**src/design/elevator_pkg.sv**
```systemverilog
// Elevator request types
package elevator_pkg;

    //////////////////////////////////////////////////
    // Floor limits and vectors
    //////////////////////////////////////////////////

    // Largest building the types can describe
    localparam int max_floors = 16;

    // Floor index, floor 1 is 0
    typedef logic [$clog2(max_floors)-1:0] floor_t;

    // One bit per floor, bit 0 is floor 1
    typedef logic [max_floors-1:0] floor_mask_t;

    //////////////////////////////////////////////////
    // Structs
    //////////////////////////////////////////////////

    // Status reported by the motion controller
    typedef struct packed {
        floor_t floor;
        logic   moving;
        logic   power_on;
        logic   emergency;
    } car_status_t;

    // Per floor command from the decoder
    typedef struct packed {
        logic panel_press;
        logic call_press;
        logic arrived;
    } floor_cmd_t;

    typedef struct packed {
        logic panel_light;
        logic call_light;
    } request_lights_t;

    // Command to the motion controller
    typedef struct packed {
        floor_t target;
        logic   direction_up;
        logic   activate;
    } dispatch_t;

    typedef struct packed {
        logic open_allowed;
        logic close_allowed;
    } door_ctrl_t;

endpackage

```
**src/design/button_decoder.sv**
```systemverilog
// Button press decoder
`timescale 1ns/1ps

module button_decoder
    import elevator_pkg::*;
#(
    parameter int num_floors = 11
) (
    input  logic        clock,
    input  logic        reset_n,
    input  floor_mask_t floor_call_buttons,
    input  floor_mask_t panel_buttons,
    input  car_status_t car_status,
    output floor_cmd_t  floor_cmds [num_floors]
);

    // Previous samples of the served button bits
    logic [num_floors-1:0] call_prev;
    logic [num_floors-1:0] panel_prev;

    logic [num_floors-1:0] at_floor;
    logic [num_floors-1:0] call_new;
    logic [num_floors-1:0] panel_new;
    logic                  accept_press;
    logic                  car_parked;

    //////////////////////////////////////////////////
    // Gating
    //////////////////////////////////////////////////

    // Presses only count with power on and no emergency
    assign accept_press = car_status.power_on && !car_status.emergency;

    // Stopped and powered, so the car is serving its floor
    assign car_parked = !car_status.moving && car_status.power_on;

    // One-hot decode of the car position
    always_comb begin
        for (int i = 0; i < num_floors; i++) begin
            at_floor[i] = (car_status.floor == floor_t'(i));
        end
    end

    // Rising edges, minus the floor the car stands at
    assign call_new = floor_call_buttons[num_floors-1:0] & ~call_prev & ~at_floor
                      & {num_floors{accept_press}};
    assign panel_new = panel_buttons[num_floors-1:0] & ~panel_prev & ~at_floor
                       & {num_floors{accept_press}};

    //////////////////////////////////////////////////
    // Command registers
    //////////////////////////////////////////////////

    always_ff @(posedge clock or negedge reset_n) begin
        if (!reset_n) begin
            call_prev  <= '0;
            panel_prev <= '0;
            for (int i = 0; i < num_floors; i++) begin
                floor_cmds[i] <= '0;
            end
        end else begin
            call_prev  <= floor_call_buttons[num_floors-1:0];
            panel_prev <= panel_buttons[num_floors-1:0];
            for (int i = 0; i < num_floors; i++) begin
                floor_cmds[i].panel_press <= panel_new[i];
                floor_cmds[i].call_press  <= call_new[i];
                floor_cmds[i].arrived     <= at_floor[i] && car_parked;
            end
        end
    end

endmodule

```
**src/design/floor_request_latch.sv**
```systemverilog
// Floor request lights
`timescale 1ns/1ps

module floor_request_latch
    import elevator_pkg::*;
(
    input  logic            clock,
    input  logic            reset_n,
    input  floor_cmd_t      cmd,
    output request_lights_t lights
);

    // Arrival wins, though the decoder never sends a press with it
    always_ff @(posedge clock or negedge reset_n) begin
        if (!reset_n) begin
            lights <= '0;
        end else if (cmd.arrived) begin
            lights <= '0;
        end else begin
            if (cmd.panel_press) begin
                lights.panel_light <= 1'b1;
            end
            if (cmd.call_press) begin
                lights.call_light <= 1'b1;
            end
        end
    end

endmodule

```
**src/design/car_dispatcher.sv**
```systemverilog
// Car dispatcher
`timescale 1ns/1ps

module car_dispatcher
    import elevator_pkg::*;
#(
    parameter int num_floors = 11
) (
    input  logic            clock,
    input  logic            reset_n,
    input  request_lights_t lights [num_floors],
    input  car_status_t     car_status,
    input  logic            door_open_btn,
    input  logic            door_close_btn,
    output dispatch_t       dispatch,
    output door_ctrl_t      door_ctrl
);

    logic [num_floors-1:0] pending;
    floor_t                top_floor;
    logic                  any_pending;
    logic                  car_ready;
    logic                  doors_usable;

    //////////////////////////////////////////////////
    // Target selection
    //////////////////////////////////////////////////

    // A floor is pending if either of its lights is on
    always_comb begin
        for (int i = 0; i < num_floors; i++) begin
            pending[i] = lights[i].panel_light || lights[i].call_light;
        end
    end

    assign any_pending = |pending;

    // Highest pending floor, else stay where the car is
    always_comb begin
        top_floor = car_status.floor;
        for (int i = 0; i < num_floors; i++) begin
            if (pending[i]) begin
                top_floor = floor_t'(i);
            end
        end
    end

    assign car_ready = !car_status.moving && car_status.power_on
                       && !car_status.emergency;

    // Emergency does not lock the doors, only motion or power loss
    assign doors_usable = !car_status.moving && car_status.power_on;

    //////////////////////////////////////////////////
    // Output registers
    //////////////////////////////////////////////////

    always_ff @(posedge clock or negedge reset_n) begin
        if (!reset_n) begin
            dispatch  <= '0;
            door_ctrl <= '0;
        end else begin
            dispatch.target       <= top_floor;
            dispatch.direction_up <= (top_floor >= car_status.floor);
            dispatch.activate     <= any_pending && car_ready;

            door_ctrl.open_allowed  <= doors_usable && door_open_btn;
            door_ctrl.close_allowed <= doors_usable && door_close_btn;
        end
    end

endmodule

```
**src/design/elevator_requests_top.sv**
```systemverilog
// Elevator request side
`timescale 1ns/1ps

module elevator_requests_top
    import elevator_pkg::*;
#(
    parameter int num_floors = 11
) (
    input  logic        clock,
    input  logic        reset_n,
    input  floor_mask_t floor_call_buttons,
    input  floor_mask_t panel_buttons,
    input  logic        door_open_btn,
    input  logic        door_close_btn,
    input  car_status_t car_status,
    output floor_mask_t call_button_lights,
    output floor_mask_t panel_button_lights,
    output dispatch_t   dispatch,
    output door_ctrl_t  door_ctrl
);

    floor_cmd_t      floor_cmds [num_floors];
    request_lights_t lights     [num_floors];

    // Served floors only, widened below
    logic [num_floors-1:0] call_lit;
    logic [num_floors-1:0] panel_lit;

    button_decoder #(
        .num_floors(num_floors)
    ) u_button_decoder (
        .clock             (clock),
        .reset_n           (reset_n),
        .floor_call_buttons(floor_call_buttons),
        .panel_buttons     (panel_buttons),
        .car_status        (car_status),
        .floor_cmds        (floor_cmds)
    );

    //////////////////////////////////////////////////
    // One latch per floor
    //////////////////////////////////////////////////

    for (genvar i = 0; i < num_floors; i++) begin : gen_floor
        floor_request_latch u_floor_request_latch (
            .clock  (clock),
            .reset_n(reset_n),
            .cmd    (floor_cmds[i]),
            .lights (lights[i])
        );

        assign call_lit[i]  = lights[i].call_light;
        assign panel_lit[i] = lights[i].panel_light;
    end

    // Zero extension ties the unused upper floors low
    assign call_button_lights  = floor_mask_t'(call_lit);
    assign panel_button_lights = floor_mask_t'(panel_lit);

    car_dispatcher #(
        .num_floors(num_floors)
    ) u_car_dispatcher (
        .clock         (clock),
        .reset_n       (reset_n),
        .lights        (lights),
        .car_status    (car_status),
        .door_open_btn (door_open_btn),
        .door_close_btn(door_close_btn),
        .dispatch      (dispatch),
        .door_ctrl     (door_ctrl)
    );

endmodule

```
**config.mk**
```make
export PLATFORM = sky130hd
export DESIGN_NAME = elevator_requests_top
export DESIGN_NICKNAME = d
export VERILOG_FILES = /design/src/design/elevator_pkg.sv /design/src/design/button_decoder.sv /design/src/design/floor_request_latch.sv /design/src/design/car_dispatcher.sv /design/src/design/elevator_requests_top.sv
export SDC_FILE = /design/constraint.sdc
export NUM_CORES = 1
export LEC_CHECK = 0
export ABC_AREA = 1
export BUFFER_PORTS_ARGS = -buffer_cell sky130_fd_sc_hd__buf_2
export CORE_ASPECT_RATIO = 0.9
export CORE_MARGIN = 2
export CORE_UTILIZATION = 45
export CTS_CLUSTER_DIAMETER = 100
export CTS_CLUSTER_SIZE = 20
export DETAILED_ROUTE_END_ITERATION = 12
export PLACE_DENSITY = 0.7
export SYNTH_ARGS = -nofsm -noshare
export SYNTH_HDL_FRONTEND = slang
export SYNTH_SLANG_ARGS = --single-unit
export TNS_END_PERCENT = 20
```
**constraint.sdc**
```tcl
create_clock -name clock -period 2.7 [get_ports clock]
set_input_delay 0.135 -clock clock [delete_from_list [all_inputs] [get_ports clock]]
set_output_delay 0.135 -clock clock [all_outputs]
set_load 0.01 [all_outputs]
```
## Word-level counts from Yosys, hierarchy flattened

Index checks and enable logic that the tools add are counted.

| storage, ports and cells | value |
|---|---|
| bits in registers | 85 |
| bits of input ports | 43 |

| cells by class | value |
|---|---|
| equal/unequal tests | 10 |
| bitwise logic cells | 9 |
| muxes and demuxes | 44 |
| $lt $le $gt $ge | 1 |
| reduce and logical (&&, ||, !) cells | 54 |

Operators by type and width:

| kind | count |
|---|---|
| 11-bit AND | 6 |
| 4-bit 2-to-1 mux | 11 |
| 2-bit nonzero test | 22 |
| 11-bit inverter | 3 |
| 1-bit 2-to-1 mux | 22 |
| 2-bit 2-to-1 mux | 11 |
| 1-bit logical AND | 17 |
| 4-bit by 3-bit == test with 1-bit output, second input constant | 4 |
| 4-bit == test, second input constant | 3 |
| 1-bit logical OR | 11 |
| 11-bit OR reduction | 1 |
| 4-bit by 2-bit == test with 1-bit output, second input constant | 2 |
| 4-bit by 1-bit == test with 1-bit output, second input constant | 1 |
| 4-bit >= comparator | 1 |
| 4-bit logical NOT | 1 |
| 1-bit logical NOT | 2 |

## Longest topological paths before layout

Gate-level depths: netlist (run 1).

| logic depth | value |
|---|---|
| depth in word-level cells | 13 |
| depth in mapped cells | 16 |
| mapped depth without buffers | 16 |

## Hierarchy

A second synthesis (run 1) with hierarchy kept.

| unflattened totals | value |
|---|---|
| cells, all modules | 347 |
| area total of the unflattened synthesis | 3264.4 um^2 |

By module, submodules not included:

| module | instances | sequential area each (um^2) | area an instance (um^2) | cells each |
|---|---|---|---|---|
| button_decoder | 1 | 1376.3 | 1948.1 | 199 |
| floor_request_latch | 11 | 50.0 | 65.1 | 6 |
| car_dispatcher | 1 | 200.2 | 521.8 | 71 |
| elevator_requests_top | 1 | 0.0 | 78.8 | 11 |

## Worst setup path before layout (run 1)

Ideal clock, no wire load.

| path | value |
|---|---|
| path type | register to register |
| from | register gen_floor[4].u_floor_request_latch.lights[0] (netlist name) |
| to | register u_car_dispatcher.dispatch[1] (netlist name) |
| period minus slack after synthesis | 1.631 ns |
| cell stages (with the launch flop) | 11 |
| data arrival time | 1.501 ns |
| slack | 1.069 ns |
| data required time | 2.570 ns |
| cells stage by stage | dfrtp_1 nor2_1 nand2_1 o21bai_1 a31o_1 nand2_1 ha_1 inv_1 nor2_1 o211ai_1 nand3_1 |

| between the ends | value |
|---|---|
| longest elaborated chain between the ends | 9 |

Ends and longest elaborated chain:

| element | RTL line | source |
|---|---|---|
| 1-bit logical OR | car_dispatcher.sv:32 | `pending[i] = lights[i].panel_light \|\| lights[i].call_light;` |
| 4-bit 2-to-1 mux (7 in a row) | car_dispatcher.sv:42 | `if (pending[i]) begin` |
| named net u_car_dispatcher.top_floor[1] | car_dispatcher.sv:20 | `floor_t top_floor;` |
| 4-bit >= comparator | car_dispatcher.sv:64 | `dispatch.direction_up <= (top_floor >= car_status.floor);` |

The timed path passes the listed nets, and every way through them passes these cells.
A chain may end at the register's enable or synchronous reset.

## Worst setup path after layout (run 1)

| path | value |
|---|---|
| from | register gen_floor[0].u_floor_request_latch.lights[0] (netlist name) |
| to | register u_car_dispatcher.dispatch[1] (netlist name) |

| between the ends | value |
|---|---|
| longest elaborated chain between the ends | 13 |

Ends and longest elaborated chain:

| element | RTL line |
|---|---|
| 1-bit logical OR | car_dispatcher.sv:32 |
| 4-bit 2-to-1 mux (11 in a row) | car_dispatcher.sv:42 |
| named net u_car_dispatcher.top_floor[1] | car_dispatcher.sv:20 |
| 4-bit >= comparator | car_dispatcher.sv:64 |

The timed path passes the listed nets, and every way through them passes these cells.

==> results of run 1 <==
synth_stat cells (all sizes together):
cell type,count,area [um2]
dfrtp,85,2127
nor3,11,55.05
nor2,78,312.8
nand2,20,77.58
nor4,23,143.9
ha,4,50.05
clkbuf,3,11.26
o21bai,1,7.510
a31o,1,8.760
nor4b,1,8.760
a21oi,3,18.77
o21ai,1,5.000
o211ai,2,15.01
conb,1,3.750
inv,40,150.1
nand4,1,6.260
buf,10,75.07
nand3,1,5.000
final timing paths:
check	start	slack, ps	to
max in group asynchronous	reset_n	1550	gen_floor[1].u_floor_request_latch.lights[1]
worst min register to register	u_button_decoder.call_prev[7]	400	u_button_decoder.floor_cmds[10]
min in group asynchronous	reset_n	500	gen_floor[0].u_floor_request_latch.lights[0]
worst max-delay path	gen_floor[0].u_floor_request_latch.lights[0]	930	u_car_dispatcher.dispatch[1]
worst min-delay path	car_status[0]	60	u_car_dispatcher.dispatch[0]
worst max register to register	gen_floor[0].u_floor_request_latch.lights[0]	930	u_car_dispatcher.dispatch[1]
kinds of logic (layout without fill, tap and decap cells):
logic type,after synthesis,after routing,share of synthesized area (%)
compound gates,8,8,1.786
buf+inv,53,143,7.673
flops,85,85,69.02
other cells,1,10,0.1217
fa+ha+maj,4,4,1.624
simple gates,135,135,19.77
per-layer routing:
layer / part of all wire [%] / up-vias / GRT usage (%)
li1: - / 1070 / -
met1: 44 / 1033 / 20.60
met2: 48 / 58 / 30.37
met3: 5.9 / 12 / 5.989
met4: 1.5 / 0 / 6.364
met5: 0 / - / 0
metrics by stage:
step                std cells  area [um2]  power (mW)
detailed placement        434        3455       1.801
finish                    475        3887       2.604
global placement          434        3455       1.789
global route              475        3887       2.743
CTS                       475        3887       2.638
floorplan                 295        3115       1.637
state kept, by name (all words and copies together) (netlist names):
signal                                  cells
gen_floor.u_floor_request_latch.lights     22
u_button_decoder.call_prev                 11
u_button_decoder.floor_cmds                33
u_car_dispatcher.dispatch                   6
u_button_decoder.panel_prev                11
u_car_dispatcher.door_ctrl                  2
worst min-delay path: cells and delay by family:
kind,cells,cell delay (ps)
AOI/OAI and AO/OA,1,80
buffers and inverters,3,160
where the power goes:
| group | leakage, nW | switching, mW | internal [mW] |
|---|---|---|---|
| clock network | 0.0853 | 0.444 | 0.363 |
| registers | 1.04 | 0.0699 | 1.37 |
| logic | 0.778 | 0.210 | 0.145 |
area by class of cell:
| cell class | instances | area share (%) |
|---|---|---|
| multi-input cells | 157 | 19.34 |
| flip-flops and latches | 85 | 54.72 |
| repair buffers | 87 | 14.48 |
| well taps | 90 | 2.897 |
| clock buffers | 10 | 3.540 |
| clock inverters | 6 | 1.159 |
| inverters | 40 | 3.862 |
==> flow_metrics.tcl, run 1 <==
set metrics [dict create \
    status "finished, final reports clean" \
    cpPeakStageDelay_ps 410 \
    multiInputGateArea_um2 752.0 \
    path_max_fanout 3 \
    max_freq_mhz 564.2 \
    leakagePower_nw 1.905 \
    whs_path_depth 4 \
    finalSetupViolCount 0 \
    hp-class "primary input to flop" \
    portBuffers 62 \
    arrival_ps 2000 \
    final_cell_mix "dfrtp_1, nor2_1, buf_2, inv_1, dlygate4sd3_1" \
    grt_max_degree 86 \
    die_area_mm2 0.007527 \
    post_synth_instance_area_mm2 0.003082 \
    cts_tree "done" \
    gr-usage-all-layers_pct 17.48 \
    drt-initial-drc-count 96 \
    dpl.hpwl_um 3970 \
    netlist_instances 286 \
    powerDensity_mw_per_mm2 669.8 \
    final_util_pct 59.02 \
    setup_ws_ps 927.7 \
    ys_seq_elements 85 \
    cp_slowest_cell "dfrtp_1" \
    root_buffer "clkbuf_8" \
    worst-path-stages 11 \
    route.detailed.drc 0 \
    final_common_cell "dfrtp_1" \
    seq_area_mm2 0.002127 \
    avgRoutedWirePerCell_um 12.26 \
    initial_core_util_pct 46.79 \
    cp-start-kind "flop" \
    grt_overflow_total 0 \
    tightest_slew_ps 1012 \
    cts_buffers 9 \
    die_x_um 91.23 \
    fillers 592 \
    slew_headroom_pct 32.54 \
    io_pins 83 \
    vias 2173 \
    clock_latency_ps 350 \
    area_delta_synth_final_pct 26.15 \
    vias_per_cell 4.575 \
    ys_seq_area_share_pct 69.02 \
    grt_first_pass_wirelength_um 9777 \
    cts_setup_buffers 0 \
    core_mm2 0.006586 \
    clkSinkCount 85 \
    finalSetupTns_ps 0 \
    antenna_found_initial 0 \
    whs_ps 60.42 \
    fin_nets 427 \
    critical_path_class "flop to flop" \
    wirelength_um 5825 \
    maxCapViolCount 0 \
    ant_nets 0 \
    drive_gt1_share_pct 25.71 \
    skew_ps 7.034 \
    clock_path_buffers 2 \
    antenna_cells 0 \
    grt_setup_unrepaired "no" \
    crit_family "simple AND/OR/NAND/NOR gates" \
    drtPass1Iterations 5 \
    cp.required_ps 2930 \
    die_h_um 82.51 \
    ys_types 22 \
    post_cts_resized 0 \
    synth.avg_cell_area_um2 10.78 \
    num_rows 28 \
    htreeDepth 3 \
    yosys_warnings 0 \
    ir_drop_v 0.0003830 \
    fin_crit_sh_pct 65.64 \
    cp_num_buf_inv 1 \
    cp_cell_sequence "nor2_2 -> nand2_1 -> nor2_1 -> o21bai_1 -> a31o_1 -> nand2_1 -> ha_1 -> inv_1 -> nor2_1 -> o211ai_1 -> nand3_1" \
    grt_pass1_vias 2176 \
    hold_buffers 25 \
    routabilityCongestion 0.7672 \
    clk_pin_slew_worst_paths_ps 90 \
    rr_worst_depth 11 \
    post-place-ws_ps 954.1 \
    final.min_clock_period_ps 1772 \
    hold_viol_final 0 \
    slew_violations 0 \
    worst_setup_path_end_kind "flop" \
]
Power figures use the tool's default switching activity.
==> run 2: changes to the inputs <==
Settings changed: PLACE_DENSITY 0.7 to 0.73.
Clock period 2.7 ns to 1.61 ns, I/O delays scaled along.
==> run 2 against run 1 <==
  * The flow now finishes with violations (negative setup slack)
  * Largest power group unchanged
  * Register-to-register slack got worse by 1000 ps
  * Critical path type unchanged
  * Largest cell class unchanged
  * Combinational power is 130% higher
  * Clock-buffer cell count decreased by 1
  * Global-route usage is 0.96 points higher
  * Setup slack got worse by 1000 ps
  * Highest routed layer unchanged
  * Critical path depth unchanged
  * Clock skew barely moved
  * Die area unchanged
==> flow_metrics.tcl, run 2 (synthesis gave the netlist of run 1 again) <==
set metrics [dict create \
    htreeDepth 3 \
    setup_ws_ps -100.8 \
    dpl.hpwl_um 4408 \
    finalSetupTns_ps -100.8 \
    cp-start-kind "flop" \
    cts_buffers 9 \
    fin_crit_sh_pct 106.3 \
    avgRoutedWirePerCell_um 12.41 \
    ff2ff_setup_slack_ps -100 \
    hold_viol_final 0 \
    critical_path_class "flop to flop" \
    clock_latency_ps 350 \
    grt_setup_unrepaired "yes" \
    slew_violations 0 \
    clock_path_buffers 2 \
    largest_reg_flops 33 \
    worst_setup_path_end_kind "flop" \
    io_pins 83 \
    cp.required_ps 1840 \
    powerDensity_mw_per_mm2 1116 \
    initial_core_util_pct 46.79 \
    vias 2279 \
    reg.largest.list "u_button_decoder.floor_cmds (33), gen_floor.u_floor_request_latch.lights (22)" \
    die_area_mm2 0.007527 \
    skew_ps 7.017 \
    portBuffers 62 \
    final_cell_mix "dfrtp_1, nor2_1, buf_2, buf_4, inv_1" \
    ant_nets 0 \
    fin_nets 460 \
    hp-class "primary input to flop" \
    finalSetupViolCount 1 \
    wirelength_um 6304 \
    antenna_found_initial 0 \
    antenna_cells 0 \
    final.min_clock_period_ps 1711 \
    grt_max_degree 46 \
    violations "negative setup slack" \
    crit_start "gen_floor[1].u_floor_request_latch.lights[1]" \
    drtPass1Iterations 4 \
    status "finished with violations" \
    grt_overflow_total 0 \
    regMostFlops "u_button_decoder.floor_cmds" \
    vias_per_cell 4.486 \
    path_max_fanout 2 \
    grt_pass1_vias 2258 \
    cts_tree "done" \
    root_buffer "clkbuf_8" \
    gr-usage-all-layers_pct 18.44 \
    drive_gt1_share_pct 32.06 \
    routabilityCongestion 0.8185 \
    final_common_cell "dfrtp_1" \
    hp-start "car_status[2]" \
    clk_pin_slew_worst_paths_ps 80 \
    leakagePower_nw 2.077 \
    ir_drop_v 0.0006086 \
    max_freq_mhz 584.5 \
    drt-initial-drc-count 102 \
    r2r-start "gen_floor[1].u_floor_request_latch.lights[1]" \
    area_delta_synth_final_pct 35.16 \
    num_rows 28 \
    die_h_um 82.51 \
    grt_first_pass_wirelength_um 10430 \
    route.detailed.drc 0 \
    core_mm2 0.006586 \
    die_x_um 91.23 \
    arrival_ps 1940 \
    whs_ps 19.87 \
    maxCapViolCount 0 \
    clkSinkCount 85 \
    final_util_pct 63.24 \
    post-place-ws_ps -120.9 \
]
-- run 2: cell types whose count changed in the layout (fill, tap and decap cells not counted), moves of 2 or more --
cell | before | now
buf_4 | 1 | 32
clkinv_2 | 1 | 4
nor2_1 | 70 | 67
nor2_2 | 8 | 11
clkinvlp_4 | 3 | 1
inv_6 | 2 | 0
-- run 2: worst max-delay path, cell delays in order (launching register included) --
cell	delay, ps
dfrtp_1	390
nor2_2	150
nand2_1	90
nor2_1	90
o21bai_1	60
a31o_1	170
nand2_1	80
ha_1	240
inv_1	60
nor2_1	30
o211ai_1	150
nand3_1	90
-- run 2: timing repair --
| action | CTS | global route |
|---|---|---|
| setup endpoints to repair | 1 | 1 |
| buffers inserted | 1 | 0 |
| hold endpoints to repair | 132 | 0 |
| gates resized for setup | 2 | 1 |
| cloned | 0 | 0 |
| hold buffers | 26 | 0 |
| pin swaps | 3 | 0 |
-- run 2: area by class of cell --
| cell class | count | area (um2) |
|---|---|---|
| clock buffers | 9 | 123.9 |
| multi-input cells | 157 | 759.5 |
| inverters | 40 | 150.1 |
| well taps | 90 | 112.6 |
| clock inverters | 7 | 66.31 |
| flip-flops and latches | 85 | 2127 |
| repair buffers | 120 | 825.8 |
| fillers | 574 | 2421 |
-- run 2: worst paths after layout --
kind	cells after the start	end
worst max-delay path	11	u_car_dispatcher.dispatch[1]
min in group asynchronous	2	u_button_decoder.floor_cmds[11]
worst max register to register	11	u_car_dispatcher.dispatch[1]
worst min register to register	1	u_button_decoder.floor_cmds[23]
worst min-delay path	4	u_car_dispatcher.dispatch[0]
max in group asynchronous	3	u_button_decoder.floor_cmds[7]
-- run 2: power by group --
group	internal, mW	switching (mW)	leakage [nW]
Combinational	0.396	0.415	0.936
Sequential	2.30	0.0937	1.04
Clock	0.707	0.737	0.0987
-- run 2: routing by layer --
metal  global-route usage (%)  vias up  share of wire [%]
met1                    22.70     1071                 44
met3                    7.441        7                5.4
met2                    30.74       63                 50
met4                    5.000        0               0.95
li1                         -     1138                  -
met5                        0        -                  0
-- run 2: per-stage QoR --
| step | power, mW | instance area (um2) | cells |
|---|---|---|---|
| 2_1_floorplan | 2.746 | 3115 | 295 |
| 3_3_place_gp | 3.172 | 3700 | 465 |
| 3_5_place_dp | 3.197 | 3700 | 465 |
| 4_1_cts | 4.700 | 4163 | 508 |
| 5_1_grt | 4.892 | 4165 | 508 |
| 6_report | 4.649 | 4165 | 508 |
==> run 3: changes to the inputs <==
Settings changed: SETUP_SLACK_MARGIN set to 0.4.
==> run 3 against run 2 <==
  * Largest power group unchanged
  * Routed wire length rose by 0.14%
  * The run still ends with negative setup slack left
  * Critical path type unchanged
  * Die area stayed put
  * Largest cell class unchanged
  * Core utilization up 0.19 points
==> flow_metrics.tcl, run 3 (synthesis gave the netlist of run 1 again) <==
set metrics [dict create \
    arrival_ps 1940 \
    cp_num_buf_inv 1 \
    htreeDepth 3 \
    ir_drop_v 0.0006163 \
    grt_first_pass_wirelength_um 10470 \
    grt_setup_unrepaired "yes" \
    die_area_mm2 0.007527 \
    die_h_um 82.51 \
    routabilityCongestion 0.8185 \
    area_delta_synth_final_pct 35.57 \
    crit_family "simple AND/OR/NAND/NOR gates" \
    maxCapViolCount 0 \
    num_rows 28 \
    fin_nets 460 \
    whs_path_depth 4 \
    fin_crit_sh_pct 106.2 \
    cts_buffers 9 \
    final_common_cell "dfrtp_1" \
    regMostFlops "u_button_decoder.floor_cmds" \
    initial_core_util_pct 46.79 \
    drtPass1Iterations 4 \
    path_max_fanout 2 \
    grt_pass1_vias 2262 \
    clk_pin_slew_worst_paths_ps 80 \
    final.min_clock_period_ps 1709 \
    cp_slowest_cell "dfrtp_1" \
    grt_overflow_total 0 \
    p_total_mw 4.666 \
    clkSinkCount 85 \
    leakagePower_nw 2.081 \
    antenna_cells 0 \
    rr_worst_depth 11 \
    wirelength_um 6313 \
    critical_path_class "flop to flop" \
    route.detailed.drc 0 \
    cp.required_ps 1840 \
    largest_reg_flops 33 \
    worst-path-stages 11 \
    finalSetupViolCount 1 \
    grt_max_degree 46 \
    io_pins 83 \
    drt-initial-drc-count 93 \
    cp_cell_sequence "nor2_2 -> nand2_1 -> nor2_1 -> o21bai_1 -> a31o_1 -> nand2_1 -> ha_1 -> inv_1 -> nor2_1 -> o211ai_1 -> nand3_1" \
    r2r-end "u_car_dispatcher.dispatch[1]" \
    gr-usage-all-layers_pct 18.52 \
    violations "negative setup slack" \
    clock_latency_ps 360 \
    powerDensity_mw_per_mm2 1117 \
    final_cell_mix "dfrtp_1, nor2_1, buf_2, buf_4, inv_1" \
    skew_ps 8.201 \
    vias_per_cell 4.470 \
    antenna_found_initial 0 \
    r2r-start "gen_floor[1].u_floor_request_latch.lights[1]" \
    clock_path_buffers 2 \
    ant_nets 0 \
    cpPeakStageDelay_ps 390 \
    die_x_um 91.23 \
    max_freq_mhz 585.0 \
    ff2ff_setup_slack_ps -100 \
    slew_violations 0 \
    vias 2271 \
    portBuffers 62 \
    cp-start-kind "flop" \
    avgRoutedWirePerCell_um 12.43 \
    whs_ps 19.81 \
    setup_ws_ps -99.39 \
    holdPathEnd "u_car_dispatcher.dispatch[0]" \
    hold_viol_final 0 \
    root_buffer "clkbuf_8" \
    hp-class "primary input to flop" \
    reg.largest.list "u_button_decoder.floor_cmds (33), gen_floor.u_floor_request_latch.lights (22)" \
    drive_gt1_share_pct 32.30 \
    core_mm2 0.006586 \
    hp-start "car_status[2]" \
    dpl.hpwl_um 4408 \
    status "finished with violations" \
    worst_setup_path_end_kind "flop" \
    cts_tree "done" \
]
run 3: what timing repair did:
| action | in CTS | in global routing |
|---|---|---|
| endpoints found under the setup margin | 5 | 7 |
| buffers inserted | 1 | 0 |
| endpoints found under the hold margin | 132 | 0 |
| pin swaps | 3 | 1 |
| resized for setup | 5 | 2 |
| hold buffers | 26 | 0 |
run 3: power breakdown:
| group | switching [mW] | internal [mW] | total (mW) |
|---|---|---|---|
| registers | 0.0944 | 2.30 | 2.39 |
| logic | 0.418 | 0.405 | 0.822 |
| clock network | 0.742 | 0.707 | 1.45 |
run 3: tightest hold or removal path: cells and delay by family:
kind	cells	cell delay, ps
AO/OA/AOI/OAI	1	80
AND/OR/NAND/NOR	1	60
buffers and inverters	2	120
run 3: area by class of cell:
class	instances	area, um2
Clock inverter	7	66.31
Multi-Input combinational cell	157	762.0
Clock buffer	9	123.9
Tap cell	90	112.6
Timing Repair Buffer	120	835.8
Sequential cell	85	2127
Inverter	40	150.1
Fill cell	574	2409
run 3: per-layer routing:
metal	wire (um)	global-route usage (%)	up-vias
met5	0	0	-
met1	2792	22.76	1068
met2	3123	30.89	59
met4	60	5.000	0
met3	337	7.532	7
li1	-	-	1137
run 3: worst max-delay path by stage:
stage                                                 start                      endpoint  slack [ps]
2_1_floorplan  gen_floor[4].u_floor_request_latch.lights[1]  u_car_dispatcher.dispatch[1]         -20
3_3_place_gp   gen_floor[7].u_floor_request_latch.lights[1]  u_car_dispatcher.dispatch[1]         -70
3_5_place_dp   gen_floor[7].u_floor_request_latch.lights[1]  u_car_dispatcher.dispatch[1]        -120
4_1_cts        gen_floor[1].u_floor_request_latch.lights[1]  u_car_dispatcher.dispatch[1]        -100
5_1_grt        gen_floor[0].u_floor_request_latch.lights[0]  u_car_dispatcher.dispatch[1]        -250
6_report       gen_floor[1].u_floor_request_latch.lights[1]  u_car_dispatcher.dispatch[1]        -100
run 3: stage by stage:
step | cells | util, % | TNS (ps) | setup WS, ps | area (um2)
after global placement | 465 | 56.17 | -72.54 | -72.54 | 3700
after global routing | 508 | 63.43 | -245.7 | -245.7 | 4178
after CTS | 508 | 63.35 | -96.48 | -96.48 | 4173
after detailed placement | 465 | 56.17 | -120.9 | -120.9 | 3700
after floorplan | 295 | - | -20.48 | -20.48 | 3115
final | 508 | 63.43 | -99.39 | -99.39 | 4178
